**config.mk**
```make
export PLATFORM = sky130hd
export DESIGN_NAME = jtag_debug_top
export DESIGN_NICKNAME = d
export VERILOG_FILES = /design/src/source/jtag_pkg.sv /design/src/source/tck_sampler.sv /design/src/source/tap_fsm.sv /design/src/source/dr_chain.sv /design/src/source/debug_reg_bank.sv /design/src/source/jtag_debug_top.sv
export VERILOG_INCLUDE_DIRS = /design/src /design/src/source
export SDC_FILE = /design/constraint.sdc
export NUM_CORES = 1
export LEC_CHECK = 0
export BUFFER_PORTS_ARGS = -buffer_cell sky130_fd_sc_hd__buf_4
export CAP_MARGIN = 20
export CORE_AREA = 2 2 206 208
export DETAILED_ROUTE_END_ITERATION = 12
export DIE_AREA = 0 0 208 210
export GPL_TIMING_DRIVEN = 0
export PLACE_DENSITY = 0.85
export SETUP_SLACK_MARGIN = 0.15
export SKIP_LAST_GASP = 1
export SYNTH_ARGS = -nofsm -noshare
export SYNTH_HDL_FRONTEND = slang
export SYNTH_SLANG_ARGS = --single-unit
```
**constraint.sdc**
```tcl
create_clock -name clk -period 6.8 [get_ports clk]
set_clock_uncertainty 0.1 [all_clocks]
set_input_delay 0.68 -clock clk [delete_from_list [all_inputs] [get_ports clk]]
set_output_delay 0.68 -clock clk [all_outputs]
set_load 0.01 [all_outputs]
```
**src/source/jtag_cfg.svh**
```systemverilog
`ifndef JTAG_CFG_SVH
`define JTAG_CFG_SVH

// Instruction register
`define JTAG_IR_WIDTH       4
`define JTAG_IR_BYPASS      4'hF
`define JTAG_IR_IDCODE      4'h1
`define JTAG_IR_REG_ACCESS  4'h8

// Device identification, LSB set as IEEE 1149.1 requires
`define JTAG_IDCODE         32'h1A5C_E07F

// Register access scan
`define JTAG_ADDR_WIDTH     7
`define JTAG_DATA_WIDTH     32
`define JTAG_DR_WIDTH       40

// Register map
`define JTAG_NUM_CFG        8
`define JTAG_NUM_STAT       8
`define JTAG_CFG_BASE       7'h00
`define JTAG_STAT_BASE      7'h10
`define JTAG_CTRL_ADDR      7'h20

`endif

```
**src/source/jtag_pkg.sv**
```systemverilog
`include "jtag_cfg.svh"

package jtag_pkg;

	typedef struct packed {
		logic tck;
		logic tms;
		logic tdi;
		logic trst_n;
	} jtag_pins_t;

	// Pins after synchronization, with tck edges as pulses
	typedef struct packed {
		logic tms;
		logic tdi;
		logic rise;
		logic fall;
	} tck_sample_t;

	// Usual IEEE 1149.1 encoding
	typedef enum logic [3:0] {
		TAP_EXIT2_DR     = 4'h0,
		TAP_EXIT1_DR     = 4'h1,
		TAP_SHIFT_DR     = 4'h2,
		TAP_PAUSE_DR     = 4'h3,
		TAP_SELECT_IR    = 4'h4,
		TAP_UPDATE_DR    = 4'h5,
		TAP_CAPTURE_DR   = 4'h6,
		TAP_SELECT_DR    = 4'h7,
		TAP_EXIT2_IR     = 4'h8,
		TAP_EXIT1_IR     = 4'h9,
		TAP_SHIFT_IR     = 4'hA,
		TAP_PAUSE_IR     = 4'hB,
		TAP_IDLE         = 4'hC,
		TAP_UPDATE_IR    = 4'hD,
		TAP_CAPTURE_IR   = 4'hE,
		TAP_RESET        = 4'hF
	} tap_state_e;

	typedef struct packed {
		logic write;
		logic [`JTAG_ADDR_WIDTH-1:0] addr;
		logic [`JTAG_DATA_WIDTH-1:0] data;
	} reg_cmd_t;

	typedef struct packed {
		logic ok;
		logic [`JTAG_ADDR_WIDTH-1:0] addr;
		logic [`JTAG_DATA_WIDTH-1:0] data;
	} reg_rsp_t;

	// Shifted in as a command, captured as a response
	typedef union packed {
		reg_cmd_t cmd;
		reg_rsp_t rsp;
	} jtag_dr_u;

	typedef struct packed {
		logic async;
		logic main;
		logic mdll_ref;
		logic mdll_mon;
	} ibuf_disable_t;

	typedef struct packed {
		logic mdll;
		logic analog;
		logic cdr;
		logic prbs;
		logic sram;
	} sub_rstn_t;

	typedef struct packed {
		logic [`JTAG_DATA_WIDTH-$bits(ibuf_disable_t)-$bits(sub_rstn_t)-1:0] unused;
		ibuf_disable_t ibuf_dis;
		sub_rstn_t sub_rstn;
	} ctrl_word_t;

endpackage

```
**src/source/tck_sampler.sv**
```systemverilog
`timescale 1ns/10ps
`default_nettype none

`include "jtag_cfg.svh"

module tck_sampler import jtag_pkg::*; (
	input wire logic clk,
	input wire logic rst_n_i,
	input wire jtag_pins_t pins_i,
	output tck_sample_t smp_o,
	output logic trst_n_o
);

	jtag_pins_t meta_q;
	jtag_pins_t sync_q;
	logic tck_d_q;

	// Two flops for metastability, then the edge register
	always_ff @(posedge clk) begin
		if (!rst_n_i) begin
			meta_q <= '0;
			sync_q <= '0;
			tck_d_q <= 1'b0;
			smp_o <= '0;
			trst_n_o <= 1'b0;
		end else begin
			meta_q <= pins_i;
			sync_q <= meta_q;
			tck_d_q <= sync_q.tck;

			// tms and tdi stay aligned with the edge pulses
			smp_o.tms <= sync_q.tms;
			smp_o.tdi <= sync_q.tdi;
			smp_o.rise <= sync_q.tck & ~tck_d_q;
			smp_o.fall <= ~sync_q.tck & tck_d_q;

			trst_n_o <= sync_q.trst_n;
		end
	end

endmodule

`default_nettype wire

```
**src/source/tap_fsm.sv**
```systemverilog
`timescale 1ns/10ps
`default_nettype none

`include "jtag_cfg.svh"

module tap_fsm import jtag_pkg::*; (
	input wire logic clk,
	input wire logic rst_n_i,
	input wire logic trst_n_i,
	input wire tck_sample_t smp_i,
	output tap_state_e state_o,
	output logic [`JTAG_IR_WIDTH-1:0] instr_o
);

	tap_state_e state_nxt;
	logic [`JTAG_IR_WIDTH-1:0] ir_shift_q;

	always_comb begin
		case (state_o)
			TAP_RESET:      state_nxt = smp_i.tms ? TAP_RESET : TAP_IDLE;
			TAP_IDLE:       state_nxt = smp_i.tms ? TAP_SELECT_DR : TAP_IDLE;
			TAP_SELECT_DR:  state_nxt = smp_i.tms ? TAP_SELECT_IR : TAP_CAPTURE_DR;
			TAP_CAPTURE_DR: state_nxt = smp_i.tms ? TAP_EXIT1_DR : TAP_SHIFT_DR;
			TAP_SHIFT_DR:   state_nxt = smp_i.tms ? TAP_EXIT1_DR : TAP_SHIFT_DR;
			TAP_EXIT1_DR:   state_nxt = smp_i.tms ? TAP_UPDATE_DR : TAP_PAUSE_DR;
			TAP_PAUSE_DR:   state_nxt = smp_i.tms ? TAP_EXIT2_DR : TAP_PAUSE_DR;
			TAP_EXIT2_DR:   state_nxt = smp_i.tms ? TAP_UPDATE_DR : TAP_SHIFT_DR;
			TAP_UPDATE_DR:  state_nxt = smp_i.tms ? TAP_SELECT_DR : TAP_IDLE;
			TAP_SELECT_IR:  state_nxt = smp_i.tms ? TAP_RESET : TAP_CAPTURE_IR;
			TAP_CAPTURE_IR: state_nxt = smp_i.tms ? TAP_EXIT1_IR : TAP_SHIFT_IR;
			TAP_SHIFT_IR:   state_nxt = smp_i.tms ? TAP_EXIT1_IR : TAP_SHIFT_IR;
			TAP_EXIT1_IR:   state_nxt = smp_i.tms ? TAP_UPDATE_IR : TAP_PAUSE_IR;
			TAP_PAUSE_IR:   state_nxt = smp_i.tms ? TAP_EXIT2_IR : TAP_PAUSE_IR;
			TAP_EXIT2_IR:   state_nxt = smp_i.tms ? TAP_UPDATE_IR : TAP_SHIFT_IR;
			TAP_UPDATE_IR:  state_nxt = smp_i.tms ? TAP_SELECT_DR : TAP_IDLE;
			default:        state_nxt = TAP_RESET;
		endcase
	end

	always_ff @(posedge clk) begin
		if (!rst_n_i || !trst_n_i) begin
			state_o <= TAP_RESET;
			instr_o <= `JTAG_IR_IDCODE;
		end else begin
			if (smp_i.rise) begin
				state_o <= state_nxt;
			end

			// New instruction takes effect on the falling edge in Update-IR
			if (state_o == TAP_RESET) begin
				instr_o <= `JTAG_IR_IDCODE;
			end else if (state_o == TAP_UPDATE_IR && smp_i.fall) begin
				instr_o <= ir_shift_q;
			end
		end
	end

	always_ff @(posedge clk) begin
		if (smp_i.rise) begin
			if (state_o == TAP_CAPTURE_IR) begin
				ir_shift_q <= {{(`JTAG_IR_WIDTH-2){1'b0}}, 2'b01};
			end else if (state_o == TAP_SHIFT_IR) begin
				ir_shift_q <= {smp_i.tdi, ir_shift_q[`JTAG_IR_WIDTH-1:1]};
			end
		end
	end

	a_instr_change: assert property (@(posedge clk) disable iff (!rst_n_i)
		!$stable(instr_o) |->
			($past(state_o) inside {TAP_UPDATE_IR, TAP_RESET}) || !$past(trst_n_i));

	a_state_known: assert property (@(posedge clk) disable iff (!rst_n_i)
		!$isunknown(state_o));

endmodule

`default_nettype wire

```
**src/source/dr_chain.sv**
```systemverilog
`timescale 1ns/10ps
`default_nettype none

`include "jtag_cfg.svh"

module dr_chain import jtag_pkg::*; (
	input wire logic clk,
	input wire logic rst_n_i,
	input wire tck_sample_t smp_i,
	input wire tap_state_e state_i,
	input wire logic [`JTAG_IR_WIDTH-1:0] instr_i,
	input wire reg_rsp_t rsp_i,
	output logic cmd_valid_o,
	output logic capture_o,
	output reg_cmd_t cmd_o,
	output logic tdo_o
);

	logic bypass_q;
	logic [`JTAG_DATA_WIDTH-1:0] idcode_q;
	jtag_dr_u dr_q;
	logic in_update_q;

	logic sel_idcode;
	logic sel_reg;
	logic shift_out;

	// Anything not recognised falls back to bypass
	assign sel_idcode = (instr_i == `JTAG_IR_IDCODE);
	assign sel_reg = (instr_i == `JTAG_IR_REG_ACCESS);

	always_comb begin
		if (sel_reg) begin
			shift_out = dr_q[0];
		end else if (sel_idcode) begin
			shift_out = idcode_q[0];
		end else begin
			shift_out = bypass_q;
		end
	end

	assign capture_o = smp_i.rise && (state_i == TAP_CAPTURE_DR) && sel_reg;
	assign cmd_o = dr_q.cmd;

	// Bypass bit, captured as 0
	always_ff @(posedge clk) begin
		if (!rst_n_i) begin
			bypass_q <= 1'b0;
		end else if (smp_i.rise && !sel_reg && !sel_idcode) begin
			if (state_i == TAP_CAPTURE_DR) begin
				bypass_q <= 1'b0;
			end else if (state_i == TAP_SHIFT_DR) begin
				bypass_q <= smp_i.tdi;
			end
		end
	end

	// IDCODE and register access chains, LSB out first
	always_ff @(posedge clk) begin
		if (smp_i.rise && state_i == TAP_CAPTURE_DR) begin
			if (sel_idcode) begin
				idcode_q <= `JTAG_IDCODE;
			end
			if (sel_reg) begin
				dr_q.rsp <= rsp_i;
			end
		end else if (smp_i.rise && state_i == TAP_SHIFT_DR) begin
			if (sel_idcode) begin
				idcode_q <= {smp_i.tdi, idcode_q[`JTAG_DATA_WIDTH-1:1]};
			end
			if (sel_reg) begin
				dr_q <= jtag_dr_u'({smp_i.tdi, dr_q[`JTAG_DR_WIDTH-1:1]});
			end
		end
	end

	always_ff @(posedge clk) begin
		if (!rst_n_i) begin
			tdo_o <= 1'b0;
		end else if (state_i == TAP_RESET) begin
			tdo_o <= 1'b0;
		end else if (smp_i.fall) begin
			tdo_o <= (state_i == TAP_SHIFT_DR) ? shift_out : 1'b0;
		end
	end

	// One pulse the cycle after Update-DR is entered
	always_ff @(posedge clk) begin
		if (!rst_n_i) begin
			in_update_q <= 1'b0;
			cmd_valid_o <= 1'b0;
		end else begin
			in_update_q <= (state_i == TAP_UPDATE_DR);
			cmd_valid_o <= (state_i == TAP_UPDATE_DR) && !in_update_q && sel_reg;
		end
	end

	a_cmd_valid_pulse: assert property (@(posedge clk) disable iff (!rst_n_i)
		cmd_valid_o |=> !cmd_valid_o);

endmodule

`default_nettype wire

```
**src/source/debug_reg_bank.sv**
```systemverilog
`timescale 1ns/10ps
`default_nettype none

`include "jtag_cfg.svh"

module debug_reg_bank import jtag_pkg::*; (
	input wire logic clk,
	input wire logic rst_n_i,
	input wire logic cmd_valid_i,
	input wire reg_cmd_t cmd_i,
	input wire logic capture_i,
	input wire logic [`JTAG_NUM_STAT-1:0][`JTAG_DATA_WIDTH-1:0] status_i,
	output reg_rsp_t rsp_o,
	output logic [`JTAG_NUM_CFG-1:0][`JTAG_DATA_WIDTH-1:0] cfg_o,
	output sub_rstn_t sub_rstn_o,
	output ibuf_disable_t ibuf_disable_o
);

	ctrl_word_t ctrl_q;
	ctrl_word_t ctrl_nxt;
	logic last_write_q;
	logic [`JTAG_ADDR_WIDTH-1:0] last_addr_q;
	logic [`JTAG_DATA_WIDTH-1:0] last_wdata_q;
	logic [`JTAG_DATA_WIDTH-1:0] stat_snap_q;

	logic [2:0] w_hit;
	logic w_cfg;
	logic w_ctrl;
	logic r_cfg;
	logic r_stat;
	logic r_ctrl;
	logic [$clog2(`JTAG_NUM_CFG)-1:0] w_idx;
	logic [$clog2(`JTAG_NUM_CFG)-1:0] r_cfg_idx;
	logic [$clog2(`JTAG_NUM_STAT)-1:0] r_stat_idx;

	// Returns {ctrl, stat, cfg} hits
	function automatic logic [2:0] addr_hit(input logic [`JTAG_ADDR_WIDTH-1:0] addr);
		logic [`JTAG_ADDR_WIDTH-1:0] cfg_base;
		logic [`JTAG_ADDR_WIDTH-1:0] stat_base;
		cfg_base = `JTAG_CFG_BASE;
		stat_base = `JTAG_STAT_BASE;
		return {addr == `JTAG_CTRL_ADDR,
			addr[`JTAG_ADDR_WIDTH-1:$clog2(`JTAG_NUM_STAT)] ==
				stat_base[`JTAG_ADDR_WIDTH-1:$clog2(`JTAG_NUM_STAT)],
			addr[`JTAG_ADDR_WIDTH-1:$clog2(`JTAG_NUM_CFG)] ==
				cfg_base[`JTAG_ADDR_WIDTH-1:$clog2(`JTAG_NUM_CFG)]};
	endfunction

	assign w_hit = addr_hit(cmd_i.addr);
	assign w_ctrl = w_hit[2];
	assign w_cfg = w_hit[0];
	assign {r_ctrl, r_stat, r_cfg} = addr_hit(last_addr_q);
	assign w_idx = cmd_i.addr[$clog2(`JTAG_NUM_CFG)-1:0];
	assign r_cfg_idx = last_addr_q[$clog2(`JTAG_NUM_CFG)-1:0];
	assign r_stat_idx = last_addr_q[$clog2(`JTAG_NUM_STAT)-1:0];

	always_comb begin
		ctrl_nxt = ctrl_q;
		if (cmd_valid_i && cmd_i.write && w_ctrl) begin
			ctrl_nxt = cmd_i.data;
		end
	end

	// Status writes land nowhere but still count as the last command
	always_ff @(posedge clk) begin
		if (!rst_n_i) begin
			cfg_o <= '0;
			ctrl_q <= '0;
			last_write_q <= 1'b0;
			last_addr_q <= '0;
		end else begin
			ctrl_q <= ctrl_nxt;
			if (cmd_valid_i) begin
				last_write_q <= cmd_i.write;
				last_addr_q <= cmd_i.addr;
				if (cmd_i.write && w_cfg) begin
					cfg_o[w_idx] <= cmd_i.data;
				end
			end
		end
	end

	always_ff @(posedge clk) begin
		if (cmd_valid_i) begin
			last_wdata_q <= cmd_i.data;
		end
		if (capture_i) begin
			stat_snap_q <= status_i[r_stat_idx];
		end
	end

	// Subsystem resets follow the chip reset as well as the held bits
	always_ff @(posedge clk) begin
		sub_rstn_o <= ctrl_nxt.sub_rstn & {$bits(sub_rstn_t){rst_n_i}};
	end

	assign ibuf_disable_o = ctrl_q.ibuf_dis;

	always_comb begin
		rsp_o.ok = r_cfg || r_stat || r_ctrl;
		rsp_o.addr = last_addr_q;
		rsp_o.data = '0;
		if (!rsp_o.ok) begin
			rsp_o.data = '0;
		end else if (last_write_q) begin
			rsp_o.data = last_wdata_q;
		end else if (r_cfg) begin
			rsp_o.data = cfg_o[r_cfg_idx];
		end else if (r_stat) begin
			rsp_o.data = capture_i ? status_i[r_stat_idx] : stat_snap_q;
		end else begin
			rsp_o.data = ctrl_q;
		end
	end

	a_update_needs_cmd: assert property (@(posedge clk) disable iff (!rst_n_i)
		!$past(cmd_valid_i) && $past(rst_n_i) |->
			$stable(cfg_o) && $stable(ctrl_q) && $stable(sub_rstn_o));

endmodule

`default_nettype wire

```
**src/source/jtag_debug_top.sv**
```systemverilog
`timescale 1ns/10ps
`default_nettype none

`include "jtag_cfg.svh"

module jtag_debug_top import jtag_pkg::*; (
	input wire logic clk,
	input wire logic rst_n_i,
	input wire jtag_pins_t pins_i,
	output logic tdo_o,
	input wire logic [`JTAG_NUM_STAT-1:0][`JTAG_DATA_WIDTH-1:0] status_i,
	output logic [`JTAG_NUM_CFG-1:0][`JTAG_DATA_WIDTH-1:0] cfg_o,
	output sub_rstn_t sub_rstn_o,
	output ibuf_disable_t ibuf_disable_o
);

	tck_sample_t smp;
	logic trst_n;
	tap_state_e state;
	logic [`JTAG_IR_WIDTH-1:0] instr;
	logic cmd_valid;
	logic capture;
	reg_cmd_t cmd;
	reg_rsp_t rsp;

	tck_sampler tck_sampler_i (
		.clk      (clk),
		.rst_n_i  (rst_n_i),
		.pins_i   (pins_i),
		.smp_o    (smp),
		.trst_n_o (trst_n)
	);

	tap_fsm tap_fsm_i (
		.clk      (clk),
		.rst_n_i  (rst_n_i),
		.trst_n_i (trst_n),
		.smp_i    (smp),
		.state_o  (state),
		.instr_o  (instr)
	);

	dr_chain dr_chain_i (
		.clk         (clk),
		.rst_n_i     (rst_n_i),
		.smp_i       (smp),
		.state_i     (state),
		.instr_i     (instr),
		.rsp_i       (rsp),
		.cmd_valid_o (cmd_valid),
		.capture_o   (capture),
		.cmd_o       (cmd),
		.tdo_o       (tdo_o)
	);

	debug_reg_bank debug_reg_bank_i (
		.clk            (clk),
		.rst_n_i        (rst_n_i),
		.cmd_valid_i    (cmd_valid),
		.cmd_i          (cmd),
		.capture_i      (capture),
		.status_i       (status_i),
		.rsp_o          (rsp),
		.cfg_o          (cfg_o),
		.sub_rstn_o     (sub_rstn_o),
		.ibuf_disable_o (ibuf_disable_o)
	);

endmodule

`default_nettype wire

```
# ---- Word level (Yosys, flattened, before mapping)
# Cells that the tools add are included.
dict set report word_totals {
  ram_bits 0
  latch_bits 0
  mem_bits_ro 0
  mem_count 0
  word_cells 155
  register_bits 467
  out_inout_bits 266
  inputBits 262
}
dict set report op_classes {
  order_cmp 3
  n_mul 0
  n_mux 40
  reduce_logical 36
  shifts 0
  div_mod_pow 0
  n_eq_ne 20
  n_addsub 0
  n_bitwise 6
}
# op count
set op_table {}
lappend op_table {{32-bit 2-to-1 mux} 12}
lappend op_table {{256-bit bitwise mux} 1}
lappend op_table {{32-bit binary-select mux with 3-bit select} 2}
lappend op_table {{40-bit 2-to-1 mux} 4}
lappend op_table {{32-bit demux with 3-bit select} 1}
lappend op_table {{4-bit case mux with 12 select lines} 1}
lappend op_table {{4-bit == test, second input constant} 9}
lappend op_table {{4-bit by 3-bit == test with 1-bit output, second input constant} 4}
lappend op_table {{7-bit by 6-bit == test with 1-bit output, second input constant} 2}
lappend op_table {{4-bit by 2-bit == test with 1-bit output, second input constant} 3}
lappend op_table {{1-bit logical AND} 12}
lappend op_table {{4-bit zero test} 3}
lappend op_table {{2-bit 2-to-1 mux} 6}
lappend op_table {{3-bit 2-to-1 mux} 4}
lappend op_table {{2-bit AND reduction} 5}
lappend op_table {{4-bit by 1-bit == test with 1-bit output, second input constant} 2}
lappend op_table {{3-bit by 4-bit less-than comparator with 1-bit output, second input constant} 2}
lappend op_table {{4-bit 2-to-1 mux} 2}
lappend op_table {{2-bit OR reduction} 4}
lappend op_table {{1-bit 2-to-1 mux} 6}
lappend op_table {{2-bit nonzero test} 3}
lappend op_table {{5-bit bitwise AND} 1}
lappend op_table {{1-bit zero test} 5}
lappend op_table {{5-bit 2-to-1 mux} 1}
lappend op_table {{other kinds (5)} 10}

# ---- Logic depth before layout (Yosys ltp)
dict set report depth {
  word_depth 10
  depth_mapped 8
  mapped_depth_nobuf 4
}

# ---- By module
# From an unflattened synthesis, not the netlist that was laid out.
dict set report unflattened {
  hier_cells 2221
  area_unflattened_um2 22734.3
}
# module area_per_inst_um2 cells_per_inst seq_area_each_um2 n_inst
set by_module_without_submodules {}
lappend by_module_without_submodules {debug_reg_bank 18620.4 1948 7627.3 1}
lappend by_module_without_submodules {dr_chain 3134.3 182 2242.2 1}
lappend by_module_without_submodules {tap_fsm 583.1 62 280.3 1}
lappend by_module_without_submodules {tck_sampler 396.6 29 280.3 1}

# ---- Worst setup path before layout
# No wires, ideal clock.
dict set report synth_path {
  path_type {reg2reg}
  startpoint {register tap_fsm_i.instr_o[0]}
  endpoint {register dr_chain_i.dr_q, in the netlist dr_chain_i.cmd_o[0], enable pin}
  required_ns 6.262
  setup_ns 0.438
  slack_ns 3.617
  n_path_buf 0
  synth_period_minus_slack_ns 3.183
  t_arrival_ns 2.646
  stages_incl_launch_ff 3
  cell_sequence {dfxtp_1 or4b_4 nor2_1}
}
dict set report synth_via {
  elab_chain_cells 2
}
# element line_no
set synth_rtl {}
lappend synth_rtl {{start: declaration} tap_fsm.sv:12} ;# output logic [`JTAG_IR_WIDTH-1:0] instr_o
lappend synth_rtl {{start signal: assignment} tap_fsm.sv:43} ;# instr_o <= `JTAG_IR_IDCODE;
lappend synth_rtl {{start signal: assignment} tap_fsm.sv:51} ;# instr_o <= `JTAG_IR_IDCODE;
lappend synth_rtl {{start signal: assignment} tap_fsm.sv:53} ;# instr_o <= ir_shift_q;
lappend synth_rtl {{4-bit == test (no line)} -}
lappend synth_rtl {{2-bit AND reduction (no line)} -}
lappend synth_rtl {{end signal: assignment} dr_chain.sv:72} ;# dr_q <= jtag_dr_u'({smp_i.tdi, dr_q[`JTAG_DR_WIDTH-1:1]});
lappend synth_rtl {{end: declaration} dr_chain.sv:21} ;# jtag_dr_u dr_q;
# No other way between the ends.
# A chain may end at the register's enable or synchronous reset.

# ---- Final worst setup path
dict set report layout_path {
  startpoint {register dr_chain_i.cmd_valid_o}
  endpoint {register, netlist name debug_reg_bank_i.sub_rstn_o[1]}
}
dict set report layout_via {
  elab_chain_cells 4
}
# element line_no
set layout_rtl {}
lappend layout_rtl {{start: declaration} dr_chain.sv:13} ;# output logic cmd_valid_o,
lappend layout_rtl {{start signal: assignment} dr_chain.sv:94} ;# cmd_valid_o <= (state_i == TAP_UPDATE_DR) && !in_update_q && sel_reg;
lappend layout_rtl {{1-bit logical AND (2 in a row)} debug_reg_bank.sv:59} ;# if (cmd_valid_i && cmd_i.write && w_ctrl) begin
lappend layout_rtl {{5-bit 2-to-1 mux} debug_reg_bank.sv:59}
lappend layout_rtl {{5-bit bitwise AND} debug_reg_bank.sv:94} ;# sub_rstn_o <= ctrl_nxt.sub_rstn & {$bits(sub_rstn_t){rst_n_i}};
# No other way between the ends.

==> impl_metrics.yaml <==
setup_path:
  worstPathRequired_ns: 7.13
  r2r_slack_ns: 3.19
  crit_fanout: 33
  crit_path_start: "dr_chain_i.cmd_valid_o"
  critPathArrivalTime_ns: 3.94
  cp_slowest_stage_delay_ns: 0.97
  r2r-start: "dr_chain_i.cmd_valid_o"
  slowest_stage: "dfxtp_2"
  cp-end-kind: "flip-flop"
  r2r-end: "debug_reg_bank_i.sub_rstn_o[1]"
  worstSetupPathType: "flip-flop to flip-flop"
  worstPathCellList: "buf_4 > nand4bb_1 > buf_4 > nor4_2 > buf_2 > nand2_1 > a21boi_0"
  crit_buf_inv: 3
  r2r_cells: 7
  critPathLaunchType: "flip-flop"
  cpMostUsedCell: "buf_4"
  cpLargestDelayFamily: "flip-flops"
sta:
  setup_tns_ns: 0
  finalCritPeriodShare_pct: 53.1
  hold_viol: 0
  worst_pin_slew_ns: 1.14
  fin_crit_ns: 3.61
  finalMaxSlewViolations: 0
  max_freq_mhz: 277
  finalSetupViolations: 0
  timing.hold.ws_ns: 0.216
  rsz0062_at_grt: "false"
  slew_headroom_pct: 24.2
die:
  initial_core_util_pct: 55.0
  rows: 75
  core_area_um2: 41500
  dieArea_um2: 43700
  die_height_um: 210
  fp.dieW_um: 208
  io-pin-count: 528
synthesis:
  avgSynthCellArea_um2: 10.9
  syn_nets: 2362
  synth_edf_count: 108
  ys.flop_type: "dfxtp_1"
  seq_area_frac_synth_pct: 45.7
  syn_inst: 2100
  ys_seq_elements: 467
  syn_area_um2: 22800
  synthDistinctLibCells: 52
  yosys_warnings: 0
  async_flop_share_pct: 0
hold_path:
  min_path_type: "input port to flip-flop"
  hp-start: "pins_i[3]"
  hold-path-endpoint: "tck_sampler_i.meta_q[3]"
  min_path_cells: 2
clocking:
  cts_buffers: 46
  cts_buffer_depth: 3
  htree_levels: 2
  clock_sinks: 467
  holdBufCountCts: 0
  cts_root_buffer: "clkbuf_16"
  insertion_delay_ns: 0.58
  clk_pin_slew_ns: 0.06
  postCtsResizedCells: 0
  postCtsSetupRepairBufs: 0
  cts_tree: "yes"
route:
  vias_per_cell: 6.46
  drt-initial-drc-count: 2821
  final_antenna_net_count: 0
  dr_wl_met2_um: 39800
  wl_met3_um: 9250
  drt-wirelength-per-cell_um: 26.0
  wl_um: 84500
  routed.top_layer: "met4"
  wl_met1_um: 30600
  drc: 0
  firstDrtPassIters: 9
  dr_total_vias: 21000
run:
  cap_viol_max_count: 0
final_layout:
  final_common_cell: "buf_4"
  synthToLayoutAreaGrowth_pct: 27.3
  fin_util_pct: 70.1
  nets: 2938
  stdcell_count: 3251
  drive_above_1_share_pct: 31.6
  mostFrequentLayoutCells: "buf_4 (550), dfxtp_1 (358), o21ai_0 (197), mux2i_1 (171), nand2_1 (169)"
pwr:
  p_per_area_nw_per_um2: 198
  total_power_uw: 5740
  ir_drop_mv: 0.172
  cellLeakagePower_uw: 0.0109
place:
  dpl.hpwl_um: 62900
  dp.cells: 3167
  port_buffers: 526
  gp_congestion: 0.953
global_route:
  first_global_vias: 20700
  grt_pass1_wl_um: 125000
  grt_max_degree: 34
  antenna_found_initial: 2
  track_usage_pct: 37.3
  overflow: 0
run_status:
  status: "finished, final reports clean"
## area by class of cell
| cell class | instances | area, µm² |
|---|---|---|
| Buffer | 235 | 1040 |
| Sequential cell | 467 | 10400 |
| Clock buffer | 62 | 1330 |
| Clock inverter | 21 | 231 |
| Timing Repair Buffer | 528 | 4000 |
| Multi-Input combinational cell | 1392 | 11300 |
| Fill cell | 2982 | 12400 |
| Antenna cell | 1 | 2.50 |
| Tap cell | 539 | 674 |
| Inverter | 6 | 22.5 |
## metal layers
metal | track usage (%) | vias up
li1 | - | 8827
met1 | 47.6 | 10200
met2 | 60.0 | 1601
met3 | 7.82 | 340
met4 | 19.6 | 0
met5 | 0 | -
## per-stage QoR
step | setup WS [ns] | instance area [µm²]
final | 3.19 | 29100
after global routing | 3.12 | 29100
after global placement | 2.46 | 27400
after CTS | 3.38 | 29100
after floorplan | 3.62 | 22800
after detailed placement | 3.46 | 27500
## how the worst max path moves through the flow
stage / cells past startpoint / endpoint / slack [ns]
global route: 7 / debug_reg_bank_i.sub_rstn_o[1] / 3.12
floorplan: 2 / dr_chain_i.cmd_o[0] / 3.62
CTS: 7 / debug_reg_bank_i.sub_rstn_o[1] / 3.38
detailed placement: 7 / debug_reg_bank_i.sub_rstn_o[1] / 3.46
finish: 7 / debug_reg_bank_i.sub_rstn_o[1] / 3.19
global placement: 2 / dr_chain_i.cmd_o[24] / 2.46
## kinds of logic after synthesis
group | count (synthesis) | synth area share (%)
multiplexers | 340 | 22.2
XOR/XNOR | 1 | 0.0384
buffers and inverters | 241 | 4.64
flip-flops | 467 | 45.7
AND/OR/NAND/NOR | 569 | 13.4
AO/OA/AOI/OAI | 482 | 14.0
## state kept, by name, indices dropped and copies added, names as in the netlist, 5 cells and up
name	count
debug_reg_bank_i.sub_rstn_o	5
debug_reg_bank_i.cfg_o	256
debug_reg_bank_i.stat_snap_q	32
dr_chain_i.idcode_q	32
dr_chain_i.cmd_o	40
debug_reg_bank_i.last_wdata_q	32
debug_reg_bank_i.ctrl_q	28
debug_reg_bank_i.last_addr_q	7
## cells in the mapped netlist, drive strengths merged, types with 2 or more instances
cell type / n / share of area [%]
dfxtp: 359 / 31
o21ai: 197 / 4.3
mux2i: 171 / 7.5
nand2: 169 / 2.8
a21boi: 165 / 5.4
clkbuf: 150 / 2.5
nor2b: 145 / 4.0
nand3: 131 / 2.9
mux4: 128 / 13
edfxtp: 108 / 14
buf: 85 / 2.1
nand2b: 55 / 1.5
mux2: 41 / 2.0
a221oi: 33 / 1.3
a21o: 32 / 1.1
a32oi: 31 / 1.2
and2: 30 / 0.82
nor2: 10 / 0.16
a21oi: 9 / 0.20
nor4: 8 / 0.58
inv: 6 / 0.099
a31oi: 3 / 0.082
nor3b: 3 / 0.099
or2: 3 / 0.082
a221o: 2 / 0.088
and3: 2 / 0.055
nand4: 2 / 0.055
nand4bb: 2 / 0.099
o2111ai: 2 / 0.077
or4: 2 / 0.066
or4b: 2 / 0.10
## worst reg2reg max path, cell delays in order, from the launching register on
cell,delay (ns)
dfxtp_2,0.97
buf_4,0.39
nand4bb_1,0.12
buf_4,0.20
nor4_2,0.70
buf_2,0.39
nand2_1,0.15
a21boi_0,0.44
## power breakdown
part	internal, µW	switching [µW]
combinational	153	86.1
sequential	2830	1.23
clock	1550	1120
No activity file was read; power rests on OpenSTA's default activity.
